[config.mk]
export PLATFORM = sky130hd
export DESIGN_NAME = word_fifo
export DESIGN_NICKNAME = d
export VERILOG_FILES = /design/src/source/word_fifo.sv
export SDC_FILE = /design/constraint.sdc
export NUM_CORES = 2
export LEC_CHECK = 0
export BUFFER_PORTS_ARGS = -buffer_cell sky130_fd_sc_hd__buf_4
export CAP_MARGIN = 20
export CELL_PAD_IN_SITES_DETAIL_PLACEMENT = 0
export CELL_PAD_IN_SITES_GLOBAL_PLACEMENT = 2
export CORE_MARGIN = 1
export CORE_UTILIZATION = 50
export CTS_BUF_LIST = sky130_fd_sc_hd__clkbuf_8
export DETAILED_ROUTE_END_ITERATION = 16
export GPL_TIMING_DRIVEN = 0
export PLACE_DENSITY_LB_ADDON = 0.1
export SYNTH_ARGS = -nofsm -noshare
export SYNTH_HDL_FRONTEND = slang
export SYNTH_SLANG_ARGS = --single-unit
[constraint.sdc]
create_clock -name clk -period 8.7 [get_ports clk]
set_clock_uncertainty 0.1 [all_clocks]
set_input_delay 0.435 -clock clk [delete_from_list [all_inputs] [get_ports clk]]
set_output_delay 0.435 -clock clk [all_outputs]
set_load 0.02 [all_outputs]
[src/source/word_fifo.sv]
`default_nettype none
`timescale 1ns/1ns

module word_fifo #(
	parameter int WIDTH = 64,
	parameter int DEPTH = 64
) (
	input  wire                          clk,
	input  wire                          reset_d,
	input  wire                          push,
	input  wire  [WIDTH-1:0]             push_data,
	output logic                         full,
	input  wire                          pop,
	output logic [WIDTH-1:0]             pop_data,
	output logic                         pop_valid,
	output logic                         empty,
	output logic [$clog2(DEPTH+1)-1:0]   count
);

	localparam int PTR_W = $clog2(DEPTH);
	localparam int CNT_W = $clog2(DEPTH + 1);

	logic [WIDTH-1:0] mem [DEPTH];
	logic [PTR_W-1:0] wr_ptr;
	logic [PTR_W-1:0] rd_ptr;
	logic             do_push;
	logic             do_pop;

	assign full    = (count == CNT_W'(DEPTH));
	assign empty   = (count == '0);
	assign do_push = push && !full;
	assign do_pop  = pop && !empty;

	// Storage and read register
	always_ff @(posedge clk) begin
		if (do_push)
			mem[wr_ptr] <= push_data;
		if (do_pop)
			pop_data <= mem[rd_ptr];
	end

	always_ff @(posedge clk) begin
		if (reset_d) begin
			wr_ptr    <= '0;
			rd_ptr    <= '0;
			count     <= '0;
			pop_valid <= 1'b0;
		end else begin
			pop_valid <= do_pop;
			// Explicit wrap so DEPTH need not be a power of two
			if (do_push)
				wr_ptr <= (wr_ptr == PTR_W'(DEPTH - 1)) ? '0 : wr_ptr + 1'b1;
			if (do_pop)
				rd_ptr <= (rd_ptr == PTR_W'(DEPTH - 1)) ? '0 : rd_ptr + 1'b1;
			case ({do_push, do_pop})
				2'b10:   count <= count + 1'b1;
				2'b01:   count <= count - 1'b1;
				default: count <= count;
			endcase
		end
	end

endmodule

`default_nettype wire

== Word level (Yosys, flattened, before mapping) ==
Memories as Yosys holds them, arrays and structs flattened. A register that Yosys moved wholly into a read port is not among the register bits.
Index checks and enable logic that the tools add are counted.

* Register bits: 20
* Bits in writable memories: 4096
* Input bits: 68
* Output and inout bits: 74
* Memories: 1

* $add $sub $neg: 4
* Eq/ne operators: 5
* Muxes and demuxes: 5
* Reductions and logical operators: 6

{| class="wikitable"
|+ Memory list
! memory !! words !! width !! read ports !! clocked after memory_dff !! write ports !! line !! text
|-
| mem || 64 || 64 || 1 || 1 || 1 || 23 || <nowiki>logic [WIDTH-1:0] mem [DEPTH];</nowiki>
|}

{| class="wikitable"
|+ Operators by type and width
! operator !! number
|-
| $pmux W7 S2 || 1
|-
| $add A6 B1 Y6 const B || 2
|-
| $eq A6 B6 Y1 const B || 2
|-
| $mux W6 || 2
|-
| $add A7 B1 Y7 const B || 1
|-
| $eq A7 B7 Y1 const B || 1
|-
| $logic_not A7 Y1 || 1
|-
| $sub A7 B1 Y7 const B || 1
|-
| $eq A2 B1 Y1 const B || 1
|-
| $eq A2 B2 Y1 const B || 1
|-
| $logic_and A1 B1 Y1 || 2
|-
| $logic_not A1 Y1 || 2
|-
| $mux W1 || 2
|-
| $reduce_bool A2 Y1 || 1
|}

== Logic depth before layout (Yosys ltp) ==
* Depth after elaboration: 5
* Mapped depth: 12
* Depth with buffers taken out: 12

== Worst setup path after synthesis ==
Ideal clock, no wire load.

* Path type: register to register
* Start: register count[0]
* End: memory mem[60][0] (enable)
* Arrival: 4.121 ns
* Data required time: 8.113 ns
* Slack: 3.993 ns
* Cell stages (with the launch flop): 6
* Buffers on the path: 1
* Path through: dfxtp_1 nor2_1 a31oi_1 clkbuf_1 nand3_1 nor2_1

* Longest elaborated chain between the ends: 5

{| class="wikitable"
|+ Ends and longest elaborated chain
! item !! line !! text
|-
| from (decl) || 17 || <nowiki>output logic [$clog2(DEPTH+1)-1:0] count</nowiki>
|-
| from (signal assigned) || 56 || <nowiki>2'b10: count <= count + 1'b1;</nowiki>
|-
| from (signal assigned) || 57 || <nowiki>2'b01: count <= count - 1'b1;</nowiki>
|-
| from (signal assigned) || 58 || <nowiki>default: count <= count;</nowiki>
|-
| $eq A7 B7 Y1 || 29 || <nowiki>assign full = (count == CNT_W'(DEPTH));</nowiki>
|-
| $logic_not A1 Y1 || 31 || <nowiki>assign do_push = push && !full;</nowiki>
|-
| $logic_and A1 B1 Y1 || 31 ||
|-
| $mux W1 || 36 || <nowiki>if (do_push)</nowiki>
|-
| $mux W1 (not written as such) || 37 || <nowiki>mem[wr_ptr] <= push_data;</nowiki>
|-
| to (decl) || 23 ||
|}

Every way passes these cells.

==> run summary <==
========================================================================================
Most Crowded Layer GR                                                               met2
DRC violations left                                                                    0
Overall die area                                                              317000 µm²
Shortest period the worst path allows                                            5.66 ns
Wirelength per Cell                                                              38.9 µm
Worst-case clock buffer depth                                                          4
Number of buffer cells added on primary ports                                        141
Remaining Overflow, GRT                                                                0
Clk sinks                                                                           4180
Chip width                                                                        563 µm
Global-route usage over all layers                                                 30.6%
Core Region                                                                   313000 µm²
Fmax                                                                           0.177 GHz
Max IR drop VDD                                                               0.000512 V
Root buffer cell                                                                clkbuf_8
Run status                                                                  complete, no violations
Cell with the biggest individual delay on the critical path                     clkbuf_1
TritonCTS buffer count                                                               673
Slew at the pin closest to its max-slew limit                                    1.32 ns
Die Y                                                                             563 µm
Endpoint arrival time on the critical path                                       6.47 ns
Routed Antenna Nets                                                                    0
Async set or reset register ratio after synthesis                                     0%
Placer congestion estimate                                                         0.816
Type of the most critical hold path                                         input pin to flop
Startpoint class of the critical path                                               flop
IO Count                                                                             142
Most common cell after layout, fill and taps aside                              edfxtp_1
Setup Fix Bufs, Post-CTS                                                               0
Met2 demand-to-capacity share in global routing                                    47.5%
Maximum fanout encountered on the critical timing path                                10
Clk pin slew, worst setup/hold paths                                             0.06 ns
Post-Synthesis Cells                                                                6634
Post-Place Cell Area                                                          169000 µm²
Most used cell along the critical path                                             buf_2
Number of fillers in the final layout                                              22772
Seq/Total Area, Yosys                                                              79.5%
Quantity of gates resized following cts                                                0
Count of final setup violators                                                         0
Post-Synthesis Net Count                                                            6711
Final max-slew violation count                                                         0
Reported max-cap violation count                                                       0
Synth Cell Area                                                               158000 µm²
Number of register bits inferred by synthesis                                       4180
Top cell type's share of synthesized area                                          79.3%
Category of the most critical setup path                                    flop to flop
Global-route wire length before repair                                         656000 µm
Area growth from synthesis to layout                                               15.5%
Top cell type by total area after synthesis                                     edfxtp_1
Clock insertion delay at the later pin of the skew report                        1.23 ns
Number of placement rows                                                             205
Dominant register cell in the synthesized netlist                               edfxtp_1
Pwr/cell area                                                                 266 nW/µm²
CP delay by family, top                                                     buffers and inverters
RSZ-0062 raised after global routing                                               false
Fraction of met1 tracks used by global routing                                     43.6%
Number of search-and-repair iterations in the first detailed-routing pass              6
DP HPWL                                                                        327000 µm
Share of post-route cells with drive strength above 1                              29.1%
Relative slew slack                                                                11.7%
Hold bufs inserted after CTS                                                          69
Hold Fails Final Rpt                                                                   0
Starting utilization of the core area                                              50.4%
Required time at the worst-slack endpoint                                        9.51 ns
Fin util                                                                           58.2%
Setup crit end kind                                                                 flop
Largest stage delay on the critical path                                         0.93 ns
Number of DRC markers after the initial detailed-route iteration                   11608
Initial antenna violation count                                                       58
Via count of the first global-routing pass                                         80540
Vias post-DR                                                                       80392
Number of distinct standard cells referenced by the synthesized netlist               54
# nets final                                                                        7842
EDFF count, synth                                                                   4160
Worst path buffer plus inverter count                                                  5
Top post-synthesis cells by area                                            edfxtp_1 79%, mux4_2 14%, mux2i_1 1.1%, a22o_1 0.75%, o221ai_1 0.68%
Final worst path period share                                                      65.0%
Met3 Use GR                                                                        7.38%
Vias per cell                                                                       6.47
H-tree lvl count                                                                       6
Critical Path, Cell by Cell                                                 buf_2, buf_2, buf_2, clkbuf_2, clkbuf_1, nand2_1, a21oi_1, o22ai_1, o221ai_1
Post-route cell area                                                          182000 µm²
Average size of a mapped cell                                                   23.8 µm²
Maximum number of pins on one net before global-route repair                          65
Yosys warning total                                                                    0
Commonest cells after routing, fill and taps aside                          4160 x edfxtp_1, 990 x mux4_2, 687 x clkbuf_8
Cell leakage power                                                               56.9 nW
Final wirelength                                                               483000 µm
Clock tree from TritonCTS                                                          built
========================================================================================
-- cells by family (layout without fill, tap and decap cells) --
kind of cell	after synthesis	after routing	share of synthesized area, %
buffers and inverters	395	2038	1.19
AO/OA/AOI/OAI	647	647	3.26
multiplexers	1163	1163	15.3
flip-flops	4180	4180	79.5
XOR/XNOR	8	8	0.0445
AND/OR/NAND/NOR	232	232	0.643
adder cells (fa/ha/maj)	9	9	0.0762
other	0	11	0
-- where the power goes --
part	leakage [nW]	internal, mW	total (mW)	switching (mW)
sequential	37.6	22.6	22.7	0.102
combinational	12.3	4.31	10.4	6.12
clock	7.02	7.58	15.4	7.82
-- state kept, by name (all words and copies together) (netlist names) --
register	flops
pop_data	64
rd_ptr	6
mem	4096
pop_valid	1
wr_ptr	6
count	7
-- layout make-up --
cell class / count / area, µm² / area share (%)
Antenna cell: 11 / 27.5 / 0.0151
Clock inverter: 500 / 2500 / 1.37
Inverter: 12 / 47.5 / 0.0261
Buffer: 383 / 1840 / 1.01
Multi-Input combinational cell: 2059 / 30900 / 17.0
Clock buffer: 687 / 9460 / 5.20
Timing Repair Buffer: 456 / 6780 / 3.72
Tap cell: 4140 / 5180 / 2.85
Sequential cell: 4180 / 125000 / 68.9
-- worst register-to-register path, cell delays in order (launching register included) --
cell and delay (ns):
dfxtp_1 0.30, buf_2 0.39, buf_2 0.59, buf_2 0.71
clkbuf_2 0.77, clkbuf_1 0.94, nand2_1 0.14, a21oi_1 0.45
o22ai_1 0.49, o221ai_1 0.48
-- worst paths after layout --
path,start,cells past startpoint,slack [ns],endpoint
hold / removal,reset_d,5,0.12,count[5]
setup reg to reg,rd_ptr[2],9,3.04,pop_data[19]
hold reg to reg,count[2],2,0.43,count[2]
setup / recovery,rd_ptr[2],9,3.04,pop_data[19]
-- per-layer routing --
| layer | wire length (µm) | vias to the layer above | share of wire (%) |
|---|---|---|---|
| li1 | - | 31299 | - |
| met1 | 192000 | 43792 | 40 |
| met2 | 226000 | 4535 | 47 |
| met3 | 51200 | 754 | 11 |
| met4 | 14000 | 12 | 2.9 |
| met5 | 71 | - | 0.015 |
-- through the flow --
stage / power, mW / hold WS [ns] / setup TNS [ns] / std cells / setup slack (ns)
detailed placement: 33.5 / 0.416 / 0 / 11158 / 3.16
floorplan: 29.3 / 0.434 / 0 / 6634 / 3.99
global route: 50.0 / 0.186 / 0 / 12420 / 3.13
global placement: 33.4 / 0.419 / -5429.76 / 10915 / -2.31
CTS: 48.8 / 0.0342 / 0 / 12414 / 3.18
finish: 48.5 / 0.122 / 0 / 12428 / 3.04
-- cell usage after synthesis (all sizes together), types with 8 or more instances --
master and instances:
buf 189, edfxtp 4160, ha 8, a211oi 37
o22ai 32, a221o 9, a211o 37, mux2i 171
clkbuf 194, o21ai 21, inv 12, a22o 135
nor2 109, o221ai 123, nand2 60, mux4 990
nand3 23, dfxtp 20, a21oi 62, a221oi 107
a22oi 65
Note: power is estimated with default switching activity, not from simulation.
