### src/source/mem_bridge_pkg.sv
`default_nettype none

package mem_bridge_pkg;

	// Controller command opcodes, 3 bits on the port
	typedef enum logic [2:0] {
		CMD_WRITE = 3'd0,
		CMD_READ  = 3'd1
	} mem_cmd_t;

	// Bridge sequencer states
	typedef enum logic [3:0] {
		ST_IDLE,
		// Write burst: pop a host word, send both halves, then the command
		ST_WR_POP,
		ST_WR_LO,
		ST_WR_HI,
		ST_WR_CMD,
		// Read burst: command, then pair beats into host words
		ST_RD_CMD,
		ST_RD_LO,
		ST_RD_HI,
		ST_RD_PUSH
	} bridge_state_t;

endpackage

`default_nettype wire

### src/source/burst_bridge.sv
`default_nettype none
`timescale 1ns/1ns

module burst_bridge import mem_bridge_pkg::*; #(
	parameter int BURST_LEN = 32,
	parameter int BUF_DEPTH = 64
) (
	input  wire                              clk,
	input  wire                              reset_d,
	input  wire                              writes_en,
	input  wire                              reads_en,
	input  wire                              calib_done,
	// Input buffer read side
	output logic                             ib_pop,
	input  wire  [63:0]                      ib_data,
	input  wire                              ib_valid,
	input  wire  [$clog2(BUF_DEPTH+1)-1:0]   ib_count,
	// Output buffer write side
	output logic                             ob_push,
	output logic [63:0]                      ob_data,
	input  wire  [$clog2(BUF_DEPTH+1)-1:0]   ob_count,
	// Controller user port
	input  wire                              cmd_full,
	output logic                             cmd_en,
	output mem_cmd_t                         cmd_instr,
	output logic [29:0]                      cmd_byte_addr,
	input  wire                              wr_full,
	output logic                             wr_en,
	output logic [31:0]                      wr_data,
	input  wire                              rd_empty,
	output logic                             rd_en,
	input  wire  [31:0]                      rd_data
);

	localparam int CNT_W = $clog2(BUF_DEPTH + 1);
	localparam int BC_W  = $clog2(BURST_LEN + 1);
	// Queued reads are counted in 32-bit beats
	localparam int Q_W   = $clog2(2 * BUF_DEPTH + BURST_LEN + 1);
	localparam int U_W   = Q_W + 1;

	bridge_state_t    state;
	logic [BC_W-1:0]  burst_cnt;
	logic [29:0]      wr_addr;
	logic [29:0]      rd_addr;
	logic [Q_W-1:0]   reads_queued;
	logic [U_W-1:0]   ob_used;
	logic             have_word;
	logic [63:0]      word_reg;
	logic [31:0]      rd_lo;
	logic             cmd_taken;
	logic             wr_go;
	logic             rd_go;

	// Port outputs decoded from the state
	assign ib_pop    = (state == ST_WR_POP);
	assign wr_en     = ((state == ST_WR_LO && have_word) || state == ST_WR_HI) && !wr_full;
	assign wr_data   = (state == ST_WR_HI) ? word_reg[63:32] : word_reg[31:0];
	assign cmd_en    = (state == ST_WR_CMD) || (state == ST_RD_CMD);
	assign cmd_taken = cmd_en && !cmd_full;
	assign rd_en     = (state == ST_RD_LO || state == ST_RD_HI) && !rd_empty;
	assign ob_push   = (state == ST_RD_PUSH);
	assign ob_data   = {rd_data, rd_lo};

	always_comb begin
		cmd_instr     = (state == ST_RD_CMD) ? CMD_READ : CMD_WRITE;
		cmd_byte_addr = (state == ST_RD_CMD) ? rd_addr : wr_addr;
	end

	// Words already in the output buffer plus words still in flight
	assign ob_used = U_W'(ob_count) + U_W'(reads_queued >> 1) + U_W'(BURST_LEN / 2);

	assign wr_go = calib_done && writes_en && (ib_count >= CNT_W'(BURST_LEN / 2));
	// Only read back what has already been written
	assign rd_go = calib_done && reads_en && (rd_addr != wr_addr)
		&& (ob_used <= U_W'(BUF_DEPTH));

	always_ff @(posedge clk) begin
		if (ib_valid)
			word_reg <= ib_data;
		// rd_data holds until the next rd_en, so a stall recaptures the same beat
		if (state == ST_RD_HI)
			rd_lo <= rd_data;
	end

	always_ff @(posedge clk) begin
		if (reset_d) begin
			state        <= ST_IDLE;
			burst_cnt    <= '0;
			wr_addr      <= '0;
			rd_addr      <= '0;
			reads_queued <= '0;
			have_word    <= 1'b0;
		end else begin
			if (ib_pop)
				have_word <= 1'b0;
			else if (ib_valid)
				have_word <= 1'b1;

			if (cmd_taken && state == ST_RD_CMD)
				reads_queued <= reads_queued + Q_W'(BURST_LEN);
			else if (ob_push)
				reads_queued <= reads_queued - Q_W'(2);

			case (state)
				ST_IDLE: begin
					burst_cnt <= BC_W'(BURST_LEN);
					// Writes take priority over reads
					if (wr_go)
						state <= ST_WR_POP;
					else if (rd_go)
						state <= ST_RD_CMD;
				end
				ST_WR_POP: state <= ST_WR_LO;
				ST_WR_LO: begin
					if (have_word && !wr_full)
						state <= ST_WR_HI;
				end
				ST_WR_HI: begin
					if (!wr_full) begin
						burst_cnt <= burst_cnt - BC_W'(2);
						state <= (burst_cnt == BC_W'(2)) ? ST_WR_CMD : ST_WR_POP;
					end
				end
				ST_WR_CMD: begin
					if (!cmd_full) begin
						wr_addr <= wr_addr + 30'(4 * BURST_LEN);
						state   <= ST_IDLE;
					end
				end
				ST_RD_CMD: begin
					if (!cmd_full) begin
						rd_addr <= rd_addr + 30'(4 * BURST_LEN);
						state   <= ST_RD_LO;
					end
				end
				ST_RD_LO: begin
					if (!rd_empty)
						state <= ST_RD_HI;
				end
				ST_RD_HI: begin
					if (!rd_empty)
						state <= ST_RD_PUSH;
				end
				ST_RD_PUSH: begin
					burst_cnt <= burst_cnt - BC_W'(2);
					state <= (burst_cnt == BC_W'(2)) ? ST_IDLE : ST_RD_LO;
				end
				default: state <= ST_IDLE;
			endcase
		end
	end

endmodule

`default_nettype wire

### config.mk
export PLATFORM = sky130hd
export DESIGN_NAME = burst_bridge
export DESIGN_NICKNAME = d
export VERILOG_FILES = /design/src/source/mem_bridge_pkg.sv /design/src/source/burst_bridge.sv
export SDC_FILE = /design/constraint.sdc
export NUM_CORES = 1
export LEC_CHECK = 0
export ABC_AREA = 1
export BUFFER_PORTS_ARGS = -buffer_cell sky130_fd_sc_hd__clkbuf_2
export CELL_PAD_IN_SITES_DETAIL_PLACEMENT = 1
export CELL_PAD_IN_SITES_GLOBAL_PLACEMENT = 1
export CORE_MARGIN = 2
export CORE_UTILIZATION = 40
export CTS_CLUSTER_SIZE = 8
export DETAILED_ROUTE_END_ITERATION = 6
export PLACE_DENSITY_LB_ADDON = 0.2
export SETUP_SLACK_MARGIN = 0.15
export SLEW_MARGIN = 10
export SYNTH_ARGS = -nofsm -noshare
export SYNTH_HDL_FRONTEND = slang
export SYNTH_SLANG_ARGS = --single-unit
### constraint.sdc
create_clock -name clk -period 6.2 [get_ports clk]
set_input_delay 0.93 -clock clk [delete_from_list [all_inputs] [get_ports clk]]
set_output_delay 0.93 -clock clk [all_outputs]
set_load 0.01 [all_outputs]
# ---- After elaboration in Yosys (flattened, before gate mapping)
# Cells that the tools add are included.
dict set report word_totals {
  wordCells 78
  regBits 175
  input_bits 119
  out_inout_bits 134
}
dict set report classes {
  order_cmp 2
  n_addsub 7
  bitwise_logic 1
  n_mux 18
  n_reduce_logical 25
  n_eq_ne 17
}
# cell count
set ops {}
lappend ops {{$add A30 B8 Y30 const B} 2}
lappend ops {{$pmux W4 S9} 1}
lappend ops {{$mux W32} 1}
lappend ops {{$mux W4} 8}
lappend ops {{$mux W30} 1}
lappend ops {{$ne A30 B30 Y1} 1}
lappend ops {{$pmux W6 S3} 1}
lappend ops {{$eq A4 B3 Y1 const B} 4}
lappend ops {{$mux W8} 2}
lappend ops {{$logic_and A1 B1 Y1} 11}
lappend ops {{$ne A2 B2 Y1 const B} 5}
lappend ops {{$add A8 B5 Y9 const B} 1}
lappend ops {{$le A9 B7 Y1 const B} 1}
lappend ops {{$add A7 B7 Y8} 1}
lappend ops {{$add A8 B6 Y8 const B} 1}
lappend ops {{$eq A4 B2 Y1 const B} 2}
lappend ops {{$sub A8 B2 Y8 const B} 1}
lappend ops {{$ge A7 B5 Y1 const B} 1}
lappend ops {{$reduce_and A7 Y1} 1}
lappend ops {{$eq A6 B2 Y1 const B} 1}
lappend ops {{$mux W3} 2}
lappend ops {{$mux W6} 1}
lappend ops {{$reduce_and A2 Y1} 3}
lappend ops {{$sub A6 B2 Y6 const B} 1}
lappend ops {{other kinds (12)} 16}

# ---- Longest topological paths before layout
# Gate-level depths: netlist (run 1).
dict set report depth {
  depth_word 7
  depth_mapped 16
  depth_no_buf 16
}

# ---- Worst setup path after synthesis (run 1)
# Ideal clock, no wire load.
dict set report synth_path {
  path_kind {input -> register}
  start {in ob_count[1]}
  end {reg state[2]}
  n_path_buf 0
  t_required_ns 6.085
  path_slack_ns 3.358
  t_arrival_ns 2.727
  path_stages 15
  setup_ns 0.115
  path_cell_list {ha_1 > ha_1 > inv_1 > fa_1 > inv_1 > nand2_1 > nand2_1 > nand2_1 > or2_2 > nand3_1 > nand2_1 > nand4_1 > nand2_1 > a21oi_1 > nor2_1}
}
dict set report synth_via {
  elab_chain_cells 6
}
# item line
set synth_lines {}
lappend synth_lines {{from (decl)} burst_bridge.sv:21} ;# input wire [$clog2(BUF_DEPTH+1)-1:0] ob_count,
lappend synth_lines {{$add A7 B7 Y8} burst_bridge.sv:70} ;# assign ob_used = U_W'(ob_count) + U_W'(reads_queued >> 1) + U_W'(BURST_LEN / 2);
lappend synth_lines {{$add A8 B5 Y9} burst_bridge.sv:70}
lappend synth_lines {{$le A9 B7 Y1} burst_bridge.sv:75} ;# && (ob_used <= U_W'(BUF_DEPTH));
lappend synth_lines {{$logic_and A1 B1 Y1} burst_bridge.sv:75}
lappend synth_lines {{$ne A3 B3 Y1 (no source line)} --}
lappend synth_lines {{$reduce_and A7 Y1 (no source line)} --}
lappend synth_lines {{to (signal assigned)} burst_bridge.sv:121} ;# state <= (burst_cnt == BC_W'(2)) ? ST_WR_CMD : ST_WR_POP;
lappend synth_lines {{to (signal assigned)} burst_bridge.sv:146} ;# state <= (burst_cnt == BC_W'(2)) ? ST_IDLE : ST_RD_LO;
lappend synth_lines {{to (decl)} burst_bridge.sv:41} ;# bridge_state_t state;
# No other way between the ends.
# A chain may end at the register's enable or synchronous reset.

# ---- Final worst setup path (run 1)
dict set report layout_path {
  start {reg state[1]}
  end {out wr_en}
}
dict set report layout_via {
  elab_chain_cells 4
  word_cells_on_any_way 5
  classes_between {2 x eq/ne; 3 x reduce/logical}
}
# item line
set layout_lines {}
lappend layout_lines {{$eq A4 B2 Y1} burst_bridge.sv:56} ;# assign wr_en = ((state == ST_WR_LO && have_word) || state == ST_WR_HI) && !wr_full;
lappend layout_lines {{$logic_and A1 B1 Y1} burst_bridge.sv:56}
lappend layout_lines {{$logic_or A1 B1 Y1 *} burst_bridge.sv:56}
lappend layout_lines {{$logic_and A1 B1 Y1 *} burst_bridge.sv:56}
lappend layout_lines {{to (decl)} burst_bridge.sv:28} ;# output logic wr_en,
# Mark *: on every way between the ends. The rest lies on a longest branch, timed or not.

==> impl_metrics.tcl, run 1 <==
set metrics [dict create \
    yosys_warnings 0 \
    antennaDiodeCount 0 \
    synth_compound_area_frac 0.08451 \
    max_freq_ghz 0.2652 \
    critPathRequiredTime_ns 5.27 \
    grt_max_degree 66 \
    p_comb_frac 0.175 \
    fin_nets 1230 \
    die_w_um 143.7 \
    io_buffers 239 \
    track_usage 0.2013 \
    tritoncts "done" \
    synth_area_per_cell_um2 8.846 \
    status "complete, no violations" \
    post-cts-setup-buffer-count 0 \
    switchingPower_mw 0.8103 \
    synth-adder-area-share 0.03464 \
    netlist_instances 882 \
    final_cell_mix "254 x nand2_1, 239 x clkbuf_2, 96 x edfxtp_1" \
    drt-vias-per-instance 4.832 \
    intPower_mw 1.878 \
    layout_min_cycle_time_ns 3.771 \
    synth-simple-area-share 0.2393 \
    met2_usage 0.3424 \
    synth_top_flop_cell "edfxtp_1" \
    fillers 2377 \
    worst_path_largest_cell_delay_ns 0.69 \
    largest_reg_flops 64 \
    clockBufferDepth 2 \
    cp_data_arrival_time_ns 2.84 \
    io_pins 253 \
    place_congestion 0.8156 \
    drt_iter0_markers 251 \
    multi_input_area_um2 2943 \
    post_cts_resized 0 \
    cts.clk_slew.worst_paths_ns 0.06 \
    path_cells "nand2_1, nor2_4, inv_2, o22ai_1, clkbuf_2" \
    cp_num_buf_inv 2 \
    rsz0062_at_grt "false" \
    preCtsSetupSlack_ns 2.796 \
    clock-skew-final_ns 0.008728 \
    worstMarginPinSlew_ns 0.9881 \
    cts_buffers 17 \
    drc 0 \
    synth_edf_count 96 \
    setup_tns_ns 0 \
    path_class "reg2out" \
    detail_route.wl_per_cell_um 15.55 \
    netlist_area_um2 7802 \
    slew_violations 0 \
    clk_latency_ns 0.42 \
    area_growth_pct 22.32 \
    seq_area_frac_synth 0.5311 \
    rows 51 \
    cp-start-kind "flip-flop" \
    grt_pass1_wl_um 32340 \
    crit_family "simple AND/OR/NAND/NOR gates" \
    grt_use_met1 0.2529 \
    synth_xor_area_frac 0.01347 \
    crit_path_max_fanout 35 \
    fin_ws_ns 2.429 \
    grt-ovfl-total 0 \
    p_seq_frac 0.456 \
    drive_above_1_share 0.2820 \
    async_flop_share 0 \
    postCtsHoldBufs 0 \
    vias 6610 \
    use_met3 0.04199 \
    cts.htree.levels 4 \
    cp_slowest_cell "nor2_4" \
    drt-total-wl_um 21280 \
    setup_viol 0 \
    ant_nets 0 \
    synth_top_family_by_area "simple AND/OR/NAND/NOR gates" \
    synth_cell_types 48 \
    finalHoldViolCount 0 \
    slew_headroom 0.3397 \
    peakVddDrop_mv 0.1954 \
    worst_setup_path_end_kind "primary output" \
    leakagePower_nw 4.196 \
    seqCellArea_um2 4144 \
    antenna_found_initial 0 \
    power_density_nw_per_um2 281.7 \
    hold_class "reg2reg" \
    fin_util 0.4953 \
    grt-busiest-layer "met2" \
    root_buffer "clkbuf_16" \
    p_clk_frac 0.369 \
    drt-pass1-iter-count 4 \
    cap_violations 0 \
    grt_pass1_vias 6430 \
    synth_seq_cells 159 \
    netSwitchingFraction 0.3014 \
    place_hpwl_um 16430 \
    die_area_um2 20640 \
    finalCritPeriodShare 0.6083 \
    dieHeight_um 143.7 \
    core_um2 19270 \
    clock-sinks 159 \
    start_util 0.4049 \
    p_total_mw 2.689 \
    muxShareOfSynthArea 0 \
    layout.cells.most_common "nand2_1" \
]
Yosys cell counts, types with 3 or more instances:
cell type,n,share of area
a21oi_1,48,0.031
a31oi_1,3,0.0024
buf_4,41,0.039
clkbuf_1,15,0.0072
dfxtp_1,63,0.16
edfxtp_1,96,0.37
ha_1,20,0.032
inv_1,87,0.042
inv_2,6,0.0029
nand2_1,254,0.12
nand3_1,20,0.013
nand4_1,10,0.0080
nor2_1,64,0.031
nor2_4,10,0.014
nor3_1,25,0.016
nor3b_1,4,0.0038
o21ai_0,57,0.037
o21ai_1,4,0.0026
or2_2,5,0.0040
xnor2_1,3,0.0034
xor2_1,9,0.010
path summary, 6_finish.rpt:
check	slack [ns]	end	start	cells past startpoint
setup / recovery	2.43	wr_en	state[1]	5
hold / removal	0.48	reads_queued[7]	reads_queued[7]	2
setup reg to reg	3.37	burst_cnt[3]	state[1]	10
hold reg to reg	0.48	reads_queued[7]	reads_queued[7]	2
power groups by stage:
stage	Sequential (mW)	Clock [mW]	Combinational, mW
2_1_floorplan	1.24	0	0.311
3_3_place_gp	1.25	0	0.462
3_5_place_dp	1.25	0	0.475
4_1_cts	1.23	1.02	0.478
5_1_grt	1.23	1.05	0.536
6_report	1.23	0.992	0.471
worst register-to-register path, delay by kind of cell (launching register included):
kind | cells | cell delay (ns)
compound gates | 2 | 0.23
buf+inv | 2 | 0.58
simple gates | 6 | 1.42
flops | 1 | 0.52
logic make-up after synthesis:
logic type                 count (synthesis)
other                                      1
and+or+nand+nor                          411
buffers and inverters                    155
AOI/OAI and AO/OA                        123
adders and majority gates                 21
xor gates and xnor gates                  12
DFF                                      159
through the flow:
step / std cells / instance area [um^2] / hold WS (ns)
CTS: 1368 / 9544 / 0.4790
global route: 1368 / 9544 / 0.5118
finish: 1368 / 9544 / 0.4774
global placement: 1336 / 8990 / 0.4551
detailed placement: 1336 / 8990 / 0.4701
floorplan: 890 / 7833 / 0.4427
per-layer routing:
layer,vias to the layer above,wire (um)
li1,3277,-
met1,3142,9205
met2,151,10400
met3,40,1076
met4,0,592
met5,-,0
cell type report:
cell class	instances	share of cell area
clock buffer	18	0.04497
clock inverter	14	0.01311
inverter	94	0.03697
multi-input combinational	576	0.3083
sequential	159	0.4342
tap	265	0.03474
timing repair buffer	242	0.1277
Power figures use the tool's default switching activity.
==> run 2: changes to the inputs <==
--- a/config.mk
+++ b/config.mk
@@ -5,12 +5,12 @@
 export SDC_FILE = /design/constraint.sdc
 export NUM_CORES = 1
 export LEC_CHECK = 0
-export ABC_AREA = 1
+export ABC_AREA = 0
 export BUFFER_PORTS_ARGS = -buffer_cell sky130_fd_sc_hd__clkbuf_2
 export CELL_PAD_IN_SITES_DETAIL_PLACEMENT = 1
 export CELL_PAD_IN_SITES_GLOBAL_PLACEMENT = 1
 export CORE_MARGIN = 2
-export CORE_UTILIZATION = 40
+export CORE_UTILIZATION = 35
 export CTS_CLUSTER_SIZE = 8
 export DETAILED_ROUTE_END_ITERATION = 6
 export PLACE_DENSITY_LB_ADDON = 0.2
==> constraint.sdc (replaced) <==
create_clock -name clk -period 3.1 [get_ports clk]
set_input_delay 0.465 -clock clk [delete_from_list [all_inputs] [get_ports clk]]
set_output_delay 0.465 -clock clk [all_outputs]
set_load 0.01 [all_outputs]
==> run 2 against run 1 <==
Against the previous run:
- utilization shrank 5.3 points
- combinational power grew 75%
- count of clock-buffer cells in the layout decreased by 1
- die area rose by 10%
- sequential share of layout area up 1.0 points
- non-clock buffer count increased by 7
- register-to-register slack worse by 3.0 ns
- highest routed layer unchanged
- area after synthesis fell by 3.4%
- hold slack got worse by 0.26 ns
- clock power rose by 120%
- cell area decreased by 2.3%
- clock skew down 0.0017 ns
==> impl_metrics.tcl, run 2 <==
set metrics [dict create \
    finalHoldViolCount 0 \
    synth_compound_area_frac 0.04584 \
    synth_xor_area_frac 0.08254 \
    clk_latency_ns 0.42 \
    grt_pass1_vias 5699 \
    cp_num_buf_inv 1 \
    slew_headroom 0.3869 \
    start_util 0.3572 \
    status "complete, no violations" \
    max_freq_ghz 0.3613 \
    cap_violations 0 \
    synth-adder-area-share 0.03587 \
    multi_input_area_um2 2882 \
    crit_path_max_fanout 4 \
    cts.htree.levels 4 \
    drive_above_1_share 0.4021 \
    layout.cells.most_common "clkbuf_2" \
    intPower_mw 3.939 \
    fillers 2381 \
    seq_area_frac_synth 0.5501 \
    synth_top_flop_cell "edfxtp_1" \
    final_cell_mix "239 x clkbuf_2, 96 x edfxtp_1, 69 x nor2_1" \
    largest_reg_flops 64 \
    cp-start-kind "flip-flop" \
    placed_area_um2 8695 \
    finalCritPeriodShare 0.8929 \
    path_class "reg2reg" \
    dp.cells 1105 \
    critPathRequiredTime_ns 3.41 \
    place_hpwl_um 14920 \
    preCtsSetupSlack_ns -0.1051 \
    crit_family "compound AO/OA/AOI/OAI gates" \
    synthTopCellsByCount "96 x edfxtp_1, 70 x nor2_1, 63 x dfxtp_1" \
    synth_top_family_by_area "simple AND/OR/NAND/NOR gates" \
    die_w_um 150.7 \
    antenna_found_initial 0 \
    place_congestion 0.7757 \
    netlist_instances 640 \
    yosys_warnings 0 \
    switchingPower_mw 1.474 \
    cp_slowest_cell "fa_1" \
    fin_nets 990 \
    detail_route.wl_per_cell_um 17.54 \
    worst_setup_path_end_kind "flip-flop" \
    drt_iter0_markers 188 \
    power_density_nw_per_um2 580.2 \
    vias 5411 \
    p_total_mw 5.413 \
    rows 53 \
    synth_top_area_frac 0.3827 \
    fin_cells 1138 \
    p_clk_frac 0.397 \
    worstMarginPinSlew_ns 0.9197 \
    grt_max_degree 66 \
    synth_edf_count 96 \
    drt-pass1-iter-count 4 \
    cts_buffers 17 \
    clock-sinks 159 \
    ant_nets 0 \
    fin_ws_ns 0.3320 \
    netlist_area_um2 7533 \
    worst_path_largest_cell_delay_ns 0.38 \
    netSwitchingFraction 0.2723 \
    ys_top_cells_by_area "edfxtp_1 38%, dfxtp_1 17%, mux2_2 7.8%" \
    hold_class "in2reg" \
    rsz0062_at_grt "false" \
    crit_path_frequent_cell "ha_1" \
    peakVddDrop_mv 0.3474 \
    grt_pass1_wl_um 30050 \
    setup_tns_ns 0 \
    track_usage 0.1715 \
    synth.largest_area_cell "edfxtp_1" \
    p_seq_frac 0.451 \
    die_area_um2 22710 \
    holdWs_ns 0.2171 \
    async_flop_share 0 \
    tritoncts "done" \
    setup_viol 0 \
    root_buffer "clkbuf_16" \
    synth_seq_cells 159 \
    drt-total-wl_um 19960 \
    leakagePower_nw 3.976 \
    synth-simple-area-share 0.1300 \
    synth_area_per_cell_um2 11.77 \
    synth_cell_types 53 \
    clock-skew-final_ns 0.007060 \
    p_comb_frac 0.152 \
    fin_util 0.4424 \
    drt-vias-per-instance 4.755 \
    antennaDiodeCount 0 \
    core_um2 21090 \
    cp_data_arrival_time_ns 3.08 \
    cts.clk_slew.worst_paths_ns 0.07 \
    io_pins 253 \
    seqCellArea_um2 4146 \
    muxShareOfSynthArea 0.08039 \
    io_buffers 239 \
    slew_violations 0 \
    grt-ovfl-total 0 \
    area_growth_pct 23.83 \
    layout_min_cycle_time_ns 2.768 \
    dieHeight_um 150.7 \
    synthMostInstantiatedCell "edfxtp_1" \
    fin_area_um2 9329 \
    clockBufferDepth 2 \
    drc 0 \
    path_cells "ha_1, ha_1, inv_1, fa_1, nand2b_1, a21oi_2, nand2_1, o31a_1, o41ai_4, a21oi_1, a311oi_1" \
]
==> run 2: per-layer routing <==
metal  GRT usage  vias up  wire length, um
met2      0.3036      128            10360
met3     0.04000       11              996
met5           0        -                0
met4     0.04579        0              174
li1            -     2621                -
met1      0.2091     2651             8423
==> run 2: cells by family (layout without fill, tap and decap cells) <==
logic type               count (synthesis)  after routing
other                                    1              9
buffers and inverters                   87            302
adder cells (fa/ha/maj)                 21             21
XOR/XNOR                                71             71
flip-flops                             159            159
multiplexers                            54             54
AND/OR/NAND/NOR                        192            192
AO/OA/AOI/OAI                           55             55
==> run 2: path summary, 6_finish.rpt <==
kind                   start           end  slack (ns)  cells after the start
min              ib_data[20]  word_reg[20]        0.22                      1
max          reads_queued[2]      state[1]        0.33                     11
max reg2reg  reads_queued[2]      state[1]        0.33                     11
min reg2reg        have_word     have_word        0.50                      2
==> run 2: power groups by stage <==
stage / Clock [mW] / Combinational [mW] / Sequential, mW
finish: 2.15 / 0.824 / 2.44
global route: 2.29 / 0.896 / 2.46
CTS: 2.21 / 0.813 / 2.44
detailed placement: 0 / 0.792 / 2.49
global placement: 0 / 0.762 / 2.48
floorplan: 0 / 0.554 / 2.44
==> run 2: cell type report <==
type | instances | share of cell area
multi-input combinational | 402 | 0.3089
clock inverter | 15 | 0.01905
clock buffer | 17 | 0.04560
timing repair buffer | 249 | 0.1367
tap | 275 | 0.03688
sequential | 159 | 0.4445
inverter | 21 | 0.008450
==> run 2: timing repair <==
item                                   CTS  global route
setup buffers                            0             1
pin swaps                                0             2
endpoints found under the hold margin    0             0
setup endpoints to repair                2            13
hold buffers                             0             0
resized for setup                        2             3
